File: config.mk
export PLATFORM = sky130hd
export DESIGN_NAME = control_machine
export DESIGN_NICKNAME = d
export VERILOG_FILES = /design/src/rtl/vlsu_pkg.sv /design/src/rtl/credit_counter.sv /design/src/rtl/req_fragmenter.sv /design/src/rtl/txn_ctrl_unit.sv /design/src/rtl/control_machine.sv
export VERILOG_INCLUDE_DIRS = /design/src /design/src/include
export SDC_FILE = /design/constraint.sdc
export NUM_CORES = 1
export LEC_CHECK = 0
export BUFFER_PORTS_ARGS = -buffer_cell sky130_fd_sc_hd__buf_2
export CAP_MARGIN = 40
export CORE_AREA = 2 2 133 135
export CTS_BUF_LIST = sky130_fd_sc_hd__clkbuf_8
export DETAILED_ROUTE_END_ITERATION = 12
export DIE_AREA = 0 0 135 137
export PLACE_DENSITY_LB_ADDON = 0.08
export REMOVE_ABC_BUFFERS = 1
export SLEW_MARGIN = 25
export SYNTH_ARGS = -nofsm -noshare
export SYNTH_HDL_FRONTEND = slang
export SYNTH_SLANG_ARGS = --single-unit
File: constraint.sdc
create_clock -name clk_i -period 9.8 [get_ports clk_i]
set_input_delay 0.98 -clock clk_i [delete_from_list [all_inputs] [get_ports clk_i]]
set_output_delay 0.98 -clock clk_i [all_outputs]
set_load 0.005 [all_outputs]
File: src/include/vlsu_params.svh
// ============================
// Sizing macros for the VLSU control machine
// Beat bytes follow the data width and must be a power of two
// A burst is limited to VLSU_MAX_BEATS and to one VLSU_PAGE_BYTES page
// ============================
`ifndef VLSU_PARAMS_SVH
`define VLSU_PARAMS_SVH

// Address and data
`define VLSU_ADDR_W 32
`define VLSU_DATA_W 64
`define VLSU_BEAT_BYTES (`VLSU_DATA_W / 8)

// Burst shaping
`define VLSU_MAX_BEATS 16
`define VLSU_PAGE_BYTES 4096
`define VLSU_LEN_W 12

// Flow control and bookkeeping
`define VLSU_META_CREDITS 4
`define VLSU_WR_CNT_W 8

`endif

File: src/rtl/vlsu_pkg.sv
// ============================
// Shared types of the VLSU control machine
// AR and AW use the same address beat format
// ============================
`default_nettype none

`include "vlsu_params.svh"

package vlsu_pkg;

    // Width that holds a burst length of 1 to VLSU_MAX_BEATS
    localparam int unsigned BURST_BEATS_W = $clog2(`VLSU_MAX_BEATS + 1);

    // AXI encodings
    localparam logic [1:0] AXI_BURST_INCR = 2'b01;
    localparam logic [2:0] AXI_SIZE       = 3'($clog2(`VLSU_BEAT_BYTES));

    typedef struct packed {
        logic [`VLSU_ADDR_W-1:0] addr;
        logic [`VLSU_LEN_W-1:0]  beats;
        logic                    is_store;
    } vlsu_req_t;

    // One record per burst, sent to the data controller
    typedef struct packed {
        logic [`VLSU_ADDR_W-1:0]  addr;
        logic [BURST_BEATS_W-1:0] beats;
        logic                     is_store;
        logic                     last;
    } meta_t;

    typedef struct packed {
        logic [`VLSU_ADDR_W-1:0] addr;
        logic [7:0]              len;
        logic [2:0]              size;
        logic [1:0]              burst;
    } axi_addr_t;

endpackage

`default_nettype wire

File: src/rtl/credit_counter.sv
// ============================
// Metadata credit pool toward the data controller
// Starts full and never grows past the initial credit count
// ============================
`timescale 1ns/1ps
`default_nettype none

`include "vlsu_params.svh"

module credit_counter (
    input  wire logic clk_i,
    input  wire logic rst_n_i,
    input  wire logic take_i,
    input  wire logic return_i,
    output logic      avail_o
);

    localparam int unsigned CNT_W = $clog2(`VLSU_META_CREDITS + 1);
    localparam logic [CNT_W-1:0] CNT_INIT = CNT_W'(`VLSU_META_CREDITS);

    logic [CNT_W-1:0] cnt_q;

    // A take and a return in one cycle cancel out
    always_ff @(posedge clk_i or negedge rst_n_i) begin
        if (!rst_n_i) begin
            cnt_q <= CNT_INIT;
        end else if (take_i && !return_i) begin
            if (cnt_q != '0) begin
                cnt_q <= cnt_q - 1'b1;
            end
        end else if (return_i && !take_i) begin
            if (cnt_q != CNT_INIT) begin
                cnt_q <= cnt_q + 1'b1;
            end
        end
    end

    assign avail_o = (cnt_q != '0);

endmodule

`default_nettype wire

File: src/rtl/req_fragmenter.sv
// ============================
// Cuts one vector request into AXI bursts
// Base address must be aligned to the beat size and beats nonzero
// Loads wait until no store is pending in the core or in this unit
// ============================
`timescale 1ns/1ps
`default_nettype none

`include "vlsu_params.svh"

module req_fragmenter import vlsu_pkg::*; (
    input  wire logic      clk_i,
    input  wire logic      rst_n_i,
    input  wire logic      req_valid_i,
    input  wire vlsu_req_t req_i,
    input  wire logic      core_st_pending_i,
    input  wire logic      writes_pending_i,
    input  wire logic      credit_avail_i,
    input  wire logic      frag_ready_i,
    output logic           req_ready_o,
    output logic           frag_valid_o,
    output meta_t          frag_meta_o,
    output logic           credit_take_o
);

    localparam int unsigned PAGE_W     = $clog2(`VLSU_PAGE_BYTES);
    localparam int unsigned BEAT_SHIFT = $clog2(`VLSU_BEAT_BYTES);
    localparam logic [BURST_BEATS_W-1:0] MAX_BEATS = BURST_BEATS_W'(`VLSU_MAX_BEATS);

    typedef enum logic {
        IDLE,
        SPLIT
    } state_e;

    state_e                   state_q;
    logic [`VLSU_ADDR_W-1:0]  addr_q;
    logic [`VLSU_LEN_W-1:0]   rem_q;
    logic                     store_q;

    logic                     accept;
    logic                     fire;
    logic [PAGE_W:0]          page_left;
    logic [PAGE_W:0]          page_beats;
    logic [BURST_BEATS_W-1:0] rem_cap;
    logic [BURST_BEATS_W-1:0] page_cap;
    logic [BURST_BEATS_W-1:0] burst_beats;
    logic                     burst_last;

    // ==========================
    // Acceptance
    // ==========================
    // Stores always pass, loads wait for every older store
    assign req_ready_o = (state_q == IDLE) &&
                         (req_i.is_store || (!core_st_pending_i && !writes_pending_i));
    assign accept      = req_valid_i && req_ready_o;

    // ==========================
    // Burst length
    // ==========================
    // Bytes and then beats left before the next page boundary
    assign page_left  = (PAGE_W+1)'(`VLSU_PAGE_BYTES) - {1'b0, addr_q[PAGE_W-1:0]};
    assign page_beats = page_left >> BEAT_SHIFT;

    assign rem_cap  = (rem_q > `VLSU_LEN_W'(MAX_BEATS)) ? MAX_BEATS
                                                         : rem_q[BURST_BEATS_W-1:0];
    assign page_cap = (page_beats > (PAGE_W+1)'(MAX_BEATS)) ? MAX_BEATS
                                                             : page_beats[BURST_BEATS_W-1:0];

    assign burst_beats = (rem_cap < page_cap) ? rem_cap : page_cap;
    assign burst_last  = (rem_q == `VLSU_LEN_W'(burst_beats));

    // ==========================
    // Emission
    // ==========================
    // A burst is offered only while a metadata credit is available
    assign frag_valid_o  = (state_q == SPLIT) && credit_avail_i;
    assign fire          = frag_valid_o && frag_ready_i;
    assign credit_take_o = fire;

    assign frag_meta_o = '{
        addr:     addr_q,
        beats:    burst_beats,
        is_store: store_q,
        last:     burst_last
    };

    always_ff @(posedge clk_i or negedge rst_n_i) begin
        if (!rst_n_i) begin
            state_q <= IDLE;
        end else if (accept) begin
            state_q <= SPLIT;
        end else if (fire && burst_last) begin
            state_q <= IDLE;
        end
    end

    // Walking address and remaining beats
    always_ff @(posedge clk_i) begin
        if (accept) begin
            addr_q  <= req_i.addr;
            rem_q   <= req_i.beats;
            store_q <= req_i.is_store;
        end else if (fire) begin
            addr_q <= addr_q + (`VLSU_ADDR_W'(burst_beats) << BEAT_SHIFT);
            rem_q  <= rem_q - `VLSU_LEN_W'(burst_beats);
        end
    end

endmodule

`default_nettype wire

File: src/rtl/txn_ctrl_unit.sv
// ============================
// One-entry AR/AW issue stage and outstanding write counter
// B responses are always accepted and never carry errors
// ============================
`timescale 1ns/1ps
`default_nettype none

`include "vlsu_params.svh"

module txn_ctrl_unit import vlsu_pkg::*; (
    input  wire logic  clk_i,
    input  wire logic  rst_n_i,
    input  wire logic  frag_valid_i,
    input  wire meta_t frag_meta_i,
    input  wire logic  ar_ready_i,
    input  wire logic  aw_ready_i,
    input  wire logic  b_valid_i,
    output logic       frag_ready_o,
    output logic       ar_valid_o,
    output axi_addr_t  ar_o,
    output logic       aw_valid_o,
    output axi_addr_t  aw_o,
    output logic       b_ready_o,
    output logic       writes_pending_o
);

    logic                      valid_q;
    logic                      store_q;
    axi_addr_t                 beat_q;
    logic                      load_stage;
    logic                      issued;
    logic                      aw_done;
    logic [BURST_BEATS_W-1:0]  len_m1;
    logic [`VLSU_WR_CNT_W-1:0] wr_cnt_q;

    // ==========================
    // Issue stage
    // ==========================
    assign issued       = (ar_valid_o && ar_ready_i) || (aw_valid_o && aw_ready_i);
    assign frag_ready_o = !valid_q || issued;
    assign load_stage   = frag_valid_i && frag_ready_o;
    assign len_m1       = frag_meta_i.beats - 1'b1;

    always_ff @(posedge clk_i or negedge rst_n_i) begin
        if (!rst_n_i) begin
            valid_q <= 1'b0;
        end else if (load_stage) begin
            valid_q <= 1'b1;
        end else if (issued) begin
            valid_q <= 1'b0;
        end
    end

    // Address beat is built once and held until the handshake
    always_ff @(posedge clk_i) begin
        if (load_stage) begin
            store_q      <= frag_meta_i.is_store;
            beat_q.addr  <= frag_meta_i.addr;
            beat_q.len   <= 8'(len_m1);
            beat_q.size  <= AXI_SIZE;
            beat_q.burst <= AXI_BURST_INCR;
        end
    end

    assign ar_valid_o = valid_q && !store_q;
    assign aw_valid_o = valid_q && store_q;
    assign ar_o       = beat_q;
    assign aw_o       = beat_q;

    // ==========================
    // Outstanding writes
    // ==========================
    assign b_ready_o = 1'b1;
    assign aw_done   = aw_valid_o && aw_ready_i;

    always_ff @(posedge clk_i or negedge rst_n_i) begin
        if (!rst_n_i) begin
            wr_cnt_q <= '0;
        end else if (aw_done && !b_valid_i) begin
            wr_cnt_q <= wr_cnt_q + 1'b1;
        end else if (b_valid_i && !aw_done) begin
            wr_cnt_q <= wr_cnt_q - 1'b1;
        end
    end

    // A store still waiting in the stage counts as pending too
    assign writes_pending_o = (wr_cnt_q != '0) || aw_valid_o;

endmodule

`default_nettype wire

File: src/rtl/control_machine.sv
// ============================
// VLSU control machine top level
// Metadata goes out as a one-cycle pulse paced by credits
// ============================
`timescale 1ns/1ps
`default_nettype none

module control_machine import vlsu_pkg::*; (
    input  wire logic      clk_i,
    input  wire logic      rst_n_i,
    // Requester
    input  wire logic      req_valid_i,
    output logic           req_ready_o,
    input  wire vlsu_req_t req_i,
    input  wire logic      core_st_pending_i,
    // Data controller
    output logic           meta_valid_o,
    output meta_t          meta_o,
    input  wire logic      credit_return_i,
    // AXI address and write response
    output logic           ar_valid_o,
    input  wire logic      ar_ready_i,
    output axi_addr_t      ar_o,
    output logic           aw_valid_o,
    input  wire logic      aw_ready_i,
    output axi_addr_t      aw_o,
    input  wire logic      b_valid_i,
    output logic           b_ready_o
);

    logic  credit_avail;
    logic  credit_take;
    logic  frag_valid;
    logic  frag_ready;
    meta_t frag_meta;
    logic  writes_pending;

    req_fragmenter req_fragmenter_inst (
        .clk_i             (clk_i),
        .rst_n_i           (rst_n_i),
        .req_valid_i       (req_valid_i),
        .req_i             (req_i),
        .core_st_pending_i (core_st_pending_i),
        .writes_pending_i  (writes_pending),
        .credit_avail_i    (credit_avail),
        .frag_ready_i      (frag_ready),
        .req_ready_o       (req_ready_o),
        .frag_valid_o      (frag_valid),
        .frag_meta_o       (frag_meta),
        .credit_take_o     (credit_take)
    );

    credit_counter credit_counter_inst (
        .clk_i    (clk_i),
        .rst_n_i  (rst_n_i),
        .take_i   (credit_take),
        .return_i (credit_return_i),
        .avail_o  (credit_avail)
    );

    txn_ctrl_unit txn_ctrl_unit_inst (
        .clk_i            (clk_i),
        .rst_n_i          (rst_n_i),
        .frag_valid_i     (frag_valid),
        .frag_meta_i      (frag_meta),
        .ar_ready_i       (ar_ready_i),
        .aw_ready_i       (aw_ready_i),
        .b_valid_i        (b_valid_i),
        .frag_ready_o     (frag_ready),
        .ar_valid_o       (ar_valid_o),
        .ar_o             (ar_o),
        .aw_valid_o       (aw_valid_o),
        .aw_o             (aw_o),
        .b_ready_o        (b_ready_o),
        .writes_pending_o (writes_pending)
    );

    // Every burst handed to the issue stage is also reported downstream
    assign meta_valid_o = credit_take;
    assign meta_o       = frag_meta;

endmodule

`default_nettype wire

After elaboration in Yosys (flattened, before gate mapping)
Cells that the tools add are included.
{ "totals": {"output_inout_bits": 134, "word_cells": 77, "inputBits": 53, "register_bits": 96} }
{ "op_classes": {"n_eq_ne": 3, "bitwise": 1, "magnitude_cmp": 3, "add_sub_neg": 8, "reduce_logical": 35, "n_mux": 17} }
{ "ops": {"columns": ["operator", "count"], "rows": [
  ["two-way mux 32 bit", 2],
  ["adder 32 x 8 -> 32 bit", 1],
  ["two-way mux 12 bit", 2],
  ["two-way mux 8 bit", 2],
  ["two-way mux 5 bit", 3],
  ["logical AND 1 bit", 14],
  ["subtractor 13 x 12 -> 13 bit (first input constant)", 1],
  ["equality test 12 x 5 -> 1 bit", 1],
  ["greater-than comparator 12 x 5 -> 1 bit (second input constant)", 1],
  ["two-way mux 3 bit", 4],
  ["nonzero test 2 bit", 6],
  ["subtractor 12 x 5 -> 12 bit", 1],
  ["greater-than comparator 10 x 5 -> 1 bit (second input constant)", 1],
  ["adder 8 x 1 -> 8 bit (second input constant)", 1],
  ["logical NOT 1 bit", 8],
  ["nonzero test 8 bit", 1],
  ["subtractor 8 x 1 -> 8 bit (second input constant)", 1],
  ["less-than comparator 5 bit", 1],
  ["subtractor 5 x 1 -> 5 bit (second input constant)", 1],
  ["logical OR 1 bit", 4],
  ["two-way mux 1 bit", 4],
  ["adder 3 x 1 -> 3 bit (second input constant)", 1],
  ["!= test 3 bit (second input constant)", 1],
  ["AND reduction 3 bit", 1],
  ["other kinds (4)", 4]
]} }

Logic depth before layout (Yosys ltp)
{ "depth": {"word_depth": 10, "ltp_mapped": 23, "ltp_nobuf": 22} }

By module
A second synthesis with hierarchy kept.
{ "hier_totals": {"hier_cells": 575, "area_unflattened_um2": 5901.9} }
{ "modules_own_cells": {"columns": ["mod", "instances", "cells_per_inst", "seq_area_each_um2", "area_each_um2"], "rows": [
  ["req_fragmenter", 1, 371, 1376.3, 3362.0],
  ["txn_ctrl_unit", 1, 180, 1366.3, 2322.2],
  ["credit_counter", 1, 24, 76.3, 217.7]
]} }

Worst setup path before layout
No wires, ideal clock.
{ "synth_timing": {"kind": "reg2reg", "from": "register req_fragmenter_inst.addr_q[3]", "to": "register req_fragmenter_inst.addr_q[31] (data pin)", "n_path_buf": 2, "setup_slack_ns": 4.665, "period_less_slack_ns": 5.135, "t_required_ns": 9.532, "t_arrival_ns": 4.867, "setup_time_ns": 0.268, "path_stages_with_launch": 23, "cell_sequence": "edfxtp_1 or4_1 buf_2 o21a_1 nor3_1 inv_1 ha_1 nand4_1 a211oi_1 a211oi_1 and2_1 buf_4 a21oi_1 inv_1 fa_1 a21o_1 a21oi_1 nor2b_1 o21ai_1 nor3_1 nand4_1 xor2_1 o21ai_0"} }
{ "synth_between": {"elab_chain_len": 8} }
{ "synth_lines": {"columns": ["element", "line_no", "source"], "rows": [
  ["start, declared", "req_fragmenter.sv:36", "logic [`VLSU_ADDR_W-1:0] addr_q;"],
  ["start signal, assigned", "req_fragmenter.sv:100", "addr_q <= req_i.addr;"],
  ["start signal, assigned", "req_fragmenter.sv:104", "addr_q <= addr_q + (`VLSU_ADDR_W'(burst_beats) << BEAT_SHIFT);"],
  ["subtractor 13 x 12 -> 13 bit", "req_fragmenter.sv:61", "assign page_left = (PAGE_W+1)'(`VLSU_PAGE_BYTES) - {1'b0, addr_q[PAGE_W-1:0]};"],
  ["greater-than comparator 10 x 5 -> 1 bit", "req_fragmenter.sv:66", "assign page_cap = (page_beats > (PAGE_W+1)'(MAX_BEATS)) ? MAX_BEATS"],
  ["two-way mux 5 bit", "req_fragmenter.sv:66", null],
  ["less-than comparator 5 bit", "req_fragmenter.sv:69", "assign burst_beats = (rem_cap < page_cap) ? rem_cap : page_cap;"],
  ["two-way mux 5 bit", "req_fragmenter.sv:69", null],
  ["adder 32 x 8 -> 32 bit *", "req_fragmenter.sv:104", null],
  ["two-way mux 32 bit *", "req_fragmenter.sv:103", "end else if (fire) begin"],
  ["two-way mux 32 bit *", "req_fragmenter.sv:99", "if (accept) begin"]
]} }
Every way passes the cells marked *; elsewhere a longest branch is shown, timed or not. The select of a mux whose other input is x is not followed.
A chain may end at the register's enable or synchronous reset.

==> impl_metrics.csv <==
group,metric,value,unit
routing,via_count,4542,
hold_path,hold_path_class,"reg -> reg",
floorplan,die_h,137,µm
timing,maxSlewViolCount,0,
pwr,cellLeakagePower,2.83,nW
clock_tree,hold_buffers,0,
setup_path,r2r_cells,20,
floorplan,io_pins,187,
routing,routed_wl,15000,µm
yosys,ys_async_sr_fraction,13.5,%
global_route,gr-total-overflow,0,
global_route,grt_use_total,15.8,%
run_status,status,"finished, final reports clean",
hold_path,worstHoldStart,"req_fragmenter_inst.store_q$_DFFE_PP_",
setup_path,startpoint_type,"flip-flop",
clock_tree,insertion_delay,0.38,ns
finish,final_layout_size_suffix_gt1_share,28.8,%
placement,dpl.cell_count,924,
timing,worst_slew_pin_slew,0.783,ns
routing,viasPerCell,4.83,
placement,pre_cts_ws,3.67,ns
timing,setup_slack,3.58,ns
floorplan,dieArea,18500,µm²
yosys,yosysUniqueCellTypes,63,
routing,drt_first_pass_iters,4,
timing,fin_crit_sh,63.4,%
timing,post-route-min-period,6.22,ns
setup_path,crit_buf_inv,3,
timing,setup_violations,0,
routing,avgRoutedWirePerCell,15.9,µm
setup_path,slowest_delay,0.67,ns
routing,ant_nets,0,
timing,finalHoldViolCount,0,
routing,dr.first_iter.drc_count,197,
setup_path,crit_family,"simple AND/OR/NAND/NOR gates",
hold_path,hold_depth,0,
placement,hpwl,11300,µm
setup_path,crit_chain,"or4_1, o21a_1, nor3_1, inv_1, ha_1, nand4_1, a211oi_1, a21oi_2, nand2_1, nor2_1, a31oi_1, inv_1, ha_1, nand3b_1, or4_1, nor3_1, buf_2",
setup_path,r2r-end,"req_fragmenter_inst.addr_q[31]$_DFFE_PN_",
global_route,grt_pass1_wl,22500,µm
finish,n_antenna_cell,0,
setup_path,cp_data_required_time,8.82,ns
floorplan,std_cell_rows,48,
setup_path,worstSetupEndpointType,"output port",
timing,holdWs,0.452,ns
yosys,synthCells,582,
placement,gp_congestion,0.811,
finish,nets,786,
clock_tree,tritoncts,"built",
timing,worst_clock_skew,0.0144,ns
yosys,synth-edff-count,83,
floorplan,die_width,135,µm
clock_tree,cts_resized,0,
finish,area_growth,15.6,%
timing,setup_tns,0,ns
clock_tree,cts_buffer_depth,2,
clock_tree,cts_buffers,9,
clock_tree,path_clk_slew,0.10,ns
yosys,synth_area,5860,µm²
timing,max_slew_margin,47.3,%
yosys,seq_area_frac_synth,48.1,%
clock_tree,clockRootBuffer,"clkbuf_8",
pwr,vdd_drop_max,0.0912,mV
setup_path,worst-path-max-fanout,9,
finish,final_area,6780,µm²
yosys,yosys_warnings,0,
setup_path,rrSetupSlack,3.65,ns
global_route,grt_max_degree,42,
yosys,yosys.area.top_type,"edfxtp_1",
yosys,synth_top_area_share,42.5,%
yosys,synth_seq_cells,96,
clock_tree,htreeDepth,3,
floorplan,core_area,17100,µm²
placement,placed_area,6610,µm²
placement,port_buffers,169,
clock_tree,cts_sinks,96,
timing,fmax,161,MHz
setup_path,crit_path_top_delay_cell,"or4_1",
global_route,antenna_found_initial,0,
yosys,syn_area_per_cell,10.1,µm²
routing,remaining_drc_errors,0,
setup_path,worstPathArrival,5.24,ns
setup_path,crit_type,"reg -> out",
global_route,grt_pass1_vias,4264,
floorplan,initial_core_util,34.4,%
hold_path,hold_end,"txn_ctrl_unit_inst.store_q$_DFFE_PP_",
finish,num-fill-cells,1789,
run,cap_violations,0,
finish,stdcell_count,941,
clock_tree,cts_setup_buffers,0,
pwr,power_density,293,nW/µm²
setup_path,reg2reg_from,"req_fragmenter_inst.addr_q[3]$_DFFE_PN_",
yosys,yosys-top-cells-area,"edfxtp_1 (43%), buf_4 (7.3%), dfrtp_1 (5.1%)",
timing,rsz0062_at_grt,"no",
yosys,synth_ff_type,"edfxtp_1",
## cells in the final DEF (no fill, tap or decap), types with 5 or more instances in the layout
master / netlist / layout
a211oi_1: 5 / 5
a21o_1: 7 / 7
a21oi_1: 31 / 31
a31oi_1: 6 / 6
and3_1: 11 / 11
buf_2: 2 / 170
clkbuf_8: 1 / 9
conb_1: 2 / 17
dfrtp_1: 12 / 12
edfxtp_1: 83 / 83
ha_1: 19 / 19
inv_1: 29 / 30
nand2_1: 64 / 63
nand2b_1: 6 / 6
nand3_1: 18 / 18
nand4_1: 6 / 6
nor2_1: 37 / 37
nor3_1: 16 / 16
nor4_1: 6 / 6
o21a_1: 5 / 5
o21ai_0: 38 / 38
o31ai_1: 7 / 7
or4_1: 5 / 5
xnor2_1: 25 / 25
xor2_1: 13 / 13
## worst register-to-register path: stages, from the launching register on
cell and delay, ns:
edfxtp_1 0.52, or4_1 0.67, o21a_1 0.22, nor3_1 0.34
inv_1 0.13, ha_1 0.32, nand4_1 0.18, a211oi_1 0.44
a211oi_1 0.24, and2_1 0.29, a21oi_1 0.38, inv_1 0.14
fa_1 0.45, a21o_1 0.17, a21oi_1 0.23, nor2b_1 0.07
o21ai_1 0.52, nor3_1 0.21, nand4_1 0.16, xor2_1 0.15
o21ai_0 0.08
## routing by layer
| layer | GRT usage, % | share of wire (%) | vias up |
|---|---|---|---|
| li1 | - | - | 2272 |
| met1 | 20.6 | 46 | 2129 |
| met2 | 26.7 | 47 | 130 |
| met3 | 3.04 | 5.4 | 11 |
| met4 | 5.09 | 1.2 | 0 |
| met5 | 0 | 0 | - |
## worst max-delay path by stage
stage               slack, ns                                        to  cells after the start                               startpoint
global route             3.06  req_fragmenter_inst.addr_q[31]$_DFFE_PN_                     20  req_fragmenter_inst.addr_q[3]$_DFFE_PN_
floorplan                4.71  req_fragmenter_inst.addr_q[31]$_DFFE_PN_                     20  req_fragmenter_inst.addr_q[3]$_DFFE_PN_
finish                   3.58                                 meta_o[0]                     17  req_fragmenter_inst.addr_q[3]$_DFFE_PN_
CTS                      3.53                                 meta_o[0]                     17  req_fragmenter_inst.addr_q[3]$_DFFE_PN_
global placement         3.81  req_fragmenter_inst.addr_q[31]$_DFFE_PN_                     22  req_fragmenter_inst.addr_q[3]$_DFFE_PN_
detailed placement       3.67  req_fragmenter_inst.addr_q[31]$_DFFE_PN_                     20  req_fragmenter_inst.addr_q[3]$_DFFE_PN_
## synthesized netlist by cell type, drive strengths merged (3+ instances only)
library cell,count
edfxtp,83
nand2,64
buf,62
o21ai,39
nor2,37
a21oi,33
inv,29
xnor2,25
ha,19
nand3,18
nor3,17
xor2,13
dfrtp,12
and3,11
clkbuf,9
a21o,7
o31ai,7
a31oi,6
nand2b,6
nand4,6
nor4,6
a211oi,5
and2,5
o21a,5
or4,5
and4,4
nor2b,4
o21bai,4
a21boi,3
fa,3
nand3b,3
nor4b,3
or2,3
## report_power, final
part	internal (mW)	switching (mW)	total (mW)
combinational	0.379	0.459	0.839
sequential	0.713	0.191	0.904
clock	0.0903	0.150	0.241
## registers in the layout (all words and copies together) (netlist names)
| name | count |
|---|---|
| txn_ctrl_unit_inst.ar_o | 37 |
| req_fragmenter_inst.addr_q | 32 |
| req_fragmenter_inst.rem_q | 12 |
| txn_ctrl_unit_inst.wr_cnt_q | 8 |
| credit_counter_inst.cnt_q | 3 |
| req_fragmenter_inst.state_q | 1 |
| req_fragmenter_inst.store_q | 1 |
| txn_ctrl_unit_inst.store_q | 1 |
| txn_ctrl_unit_inst.valid_q | 1 |
## cells by family (layout without fill, tap and decap cells)
family | Yosys count | count (layout) | share of synthesized area [%]
XOR/XNOR | 38 | 38 | 5.68
AO/OA/AOI/OAI | 125 | 125 | 13.5
flip-flops | 96 | 96 | 48.1
adder cells (fa/ha/maj) | 22 | 22 | 5.08
AND/OR/NAND/NOR | 195 | 195 | 16.5
other | 2 | 17 | 0.128
buffers and inverters | 101 | 220 | 10.5
multiplexers | 3 | 3 | 0.533
## through the flow
step	utilization [%]	total power, mW
floorplan	-	1.38
CTS	39.7	2.01
global route	39.7	2.15
finish	39.7	1.98
detailed placement	38.7	1.77
global placement	38.4	1.75
## final cells by class
class                   instances  area [µm²]  share of cell area [%]
well taps                     225         282                    4.15
flip-flops and latches         96        2820                    41.6
repair buffers                174         903                    13.3
clock inverters                 7        40.0                   0.591
inverters                      30         113                    1.66
multi-input cells             400        2500                    36.8
clock buffers                   9         124                    1.83
Note: power is estimated with default switching activity, not from simulation.
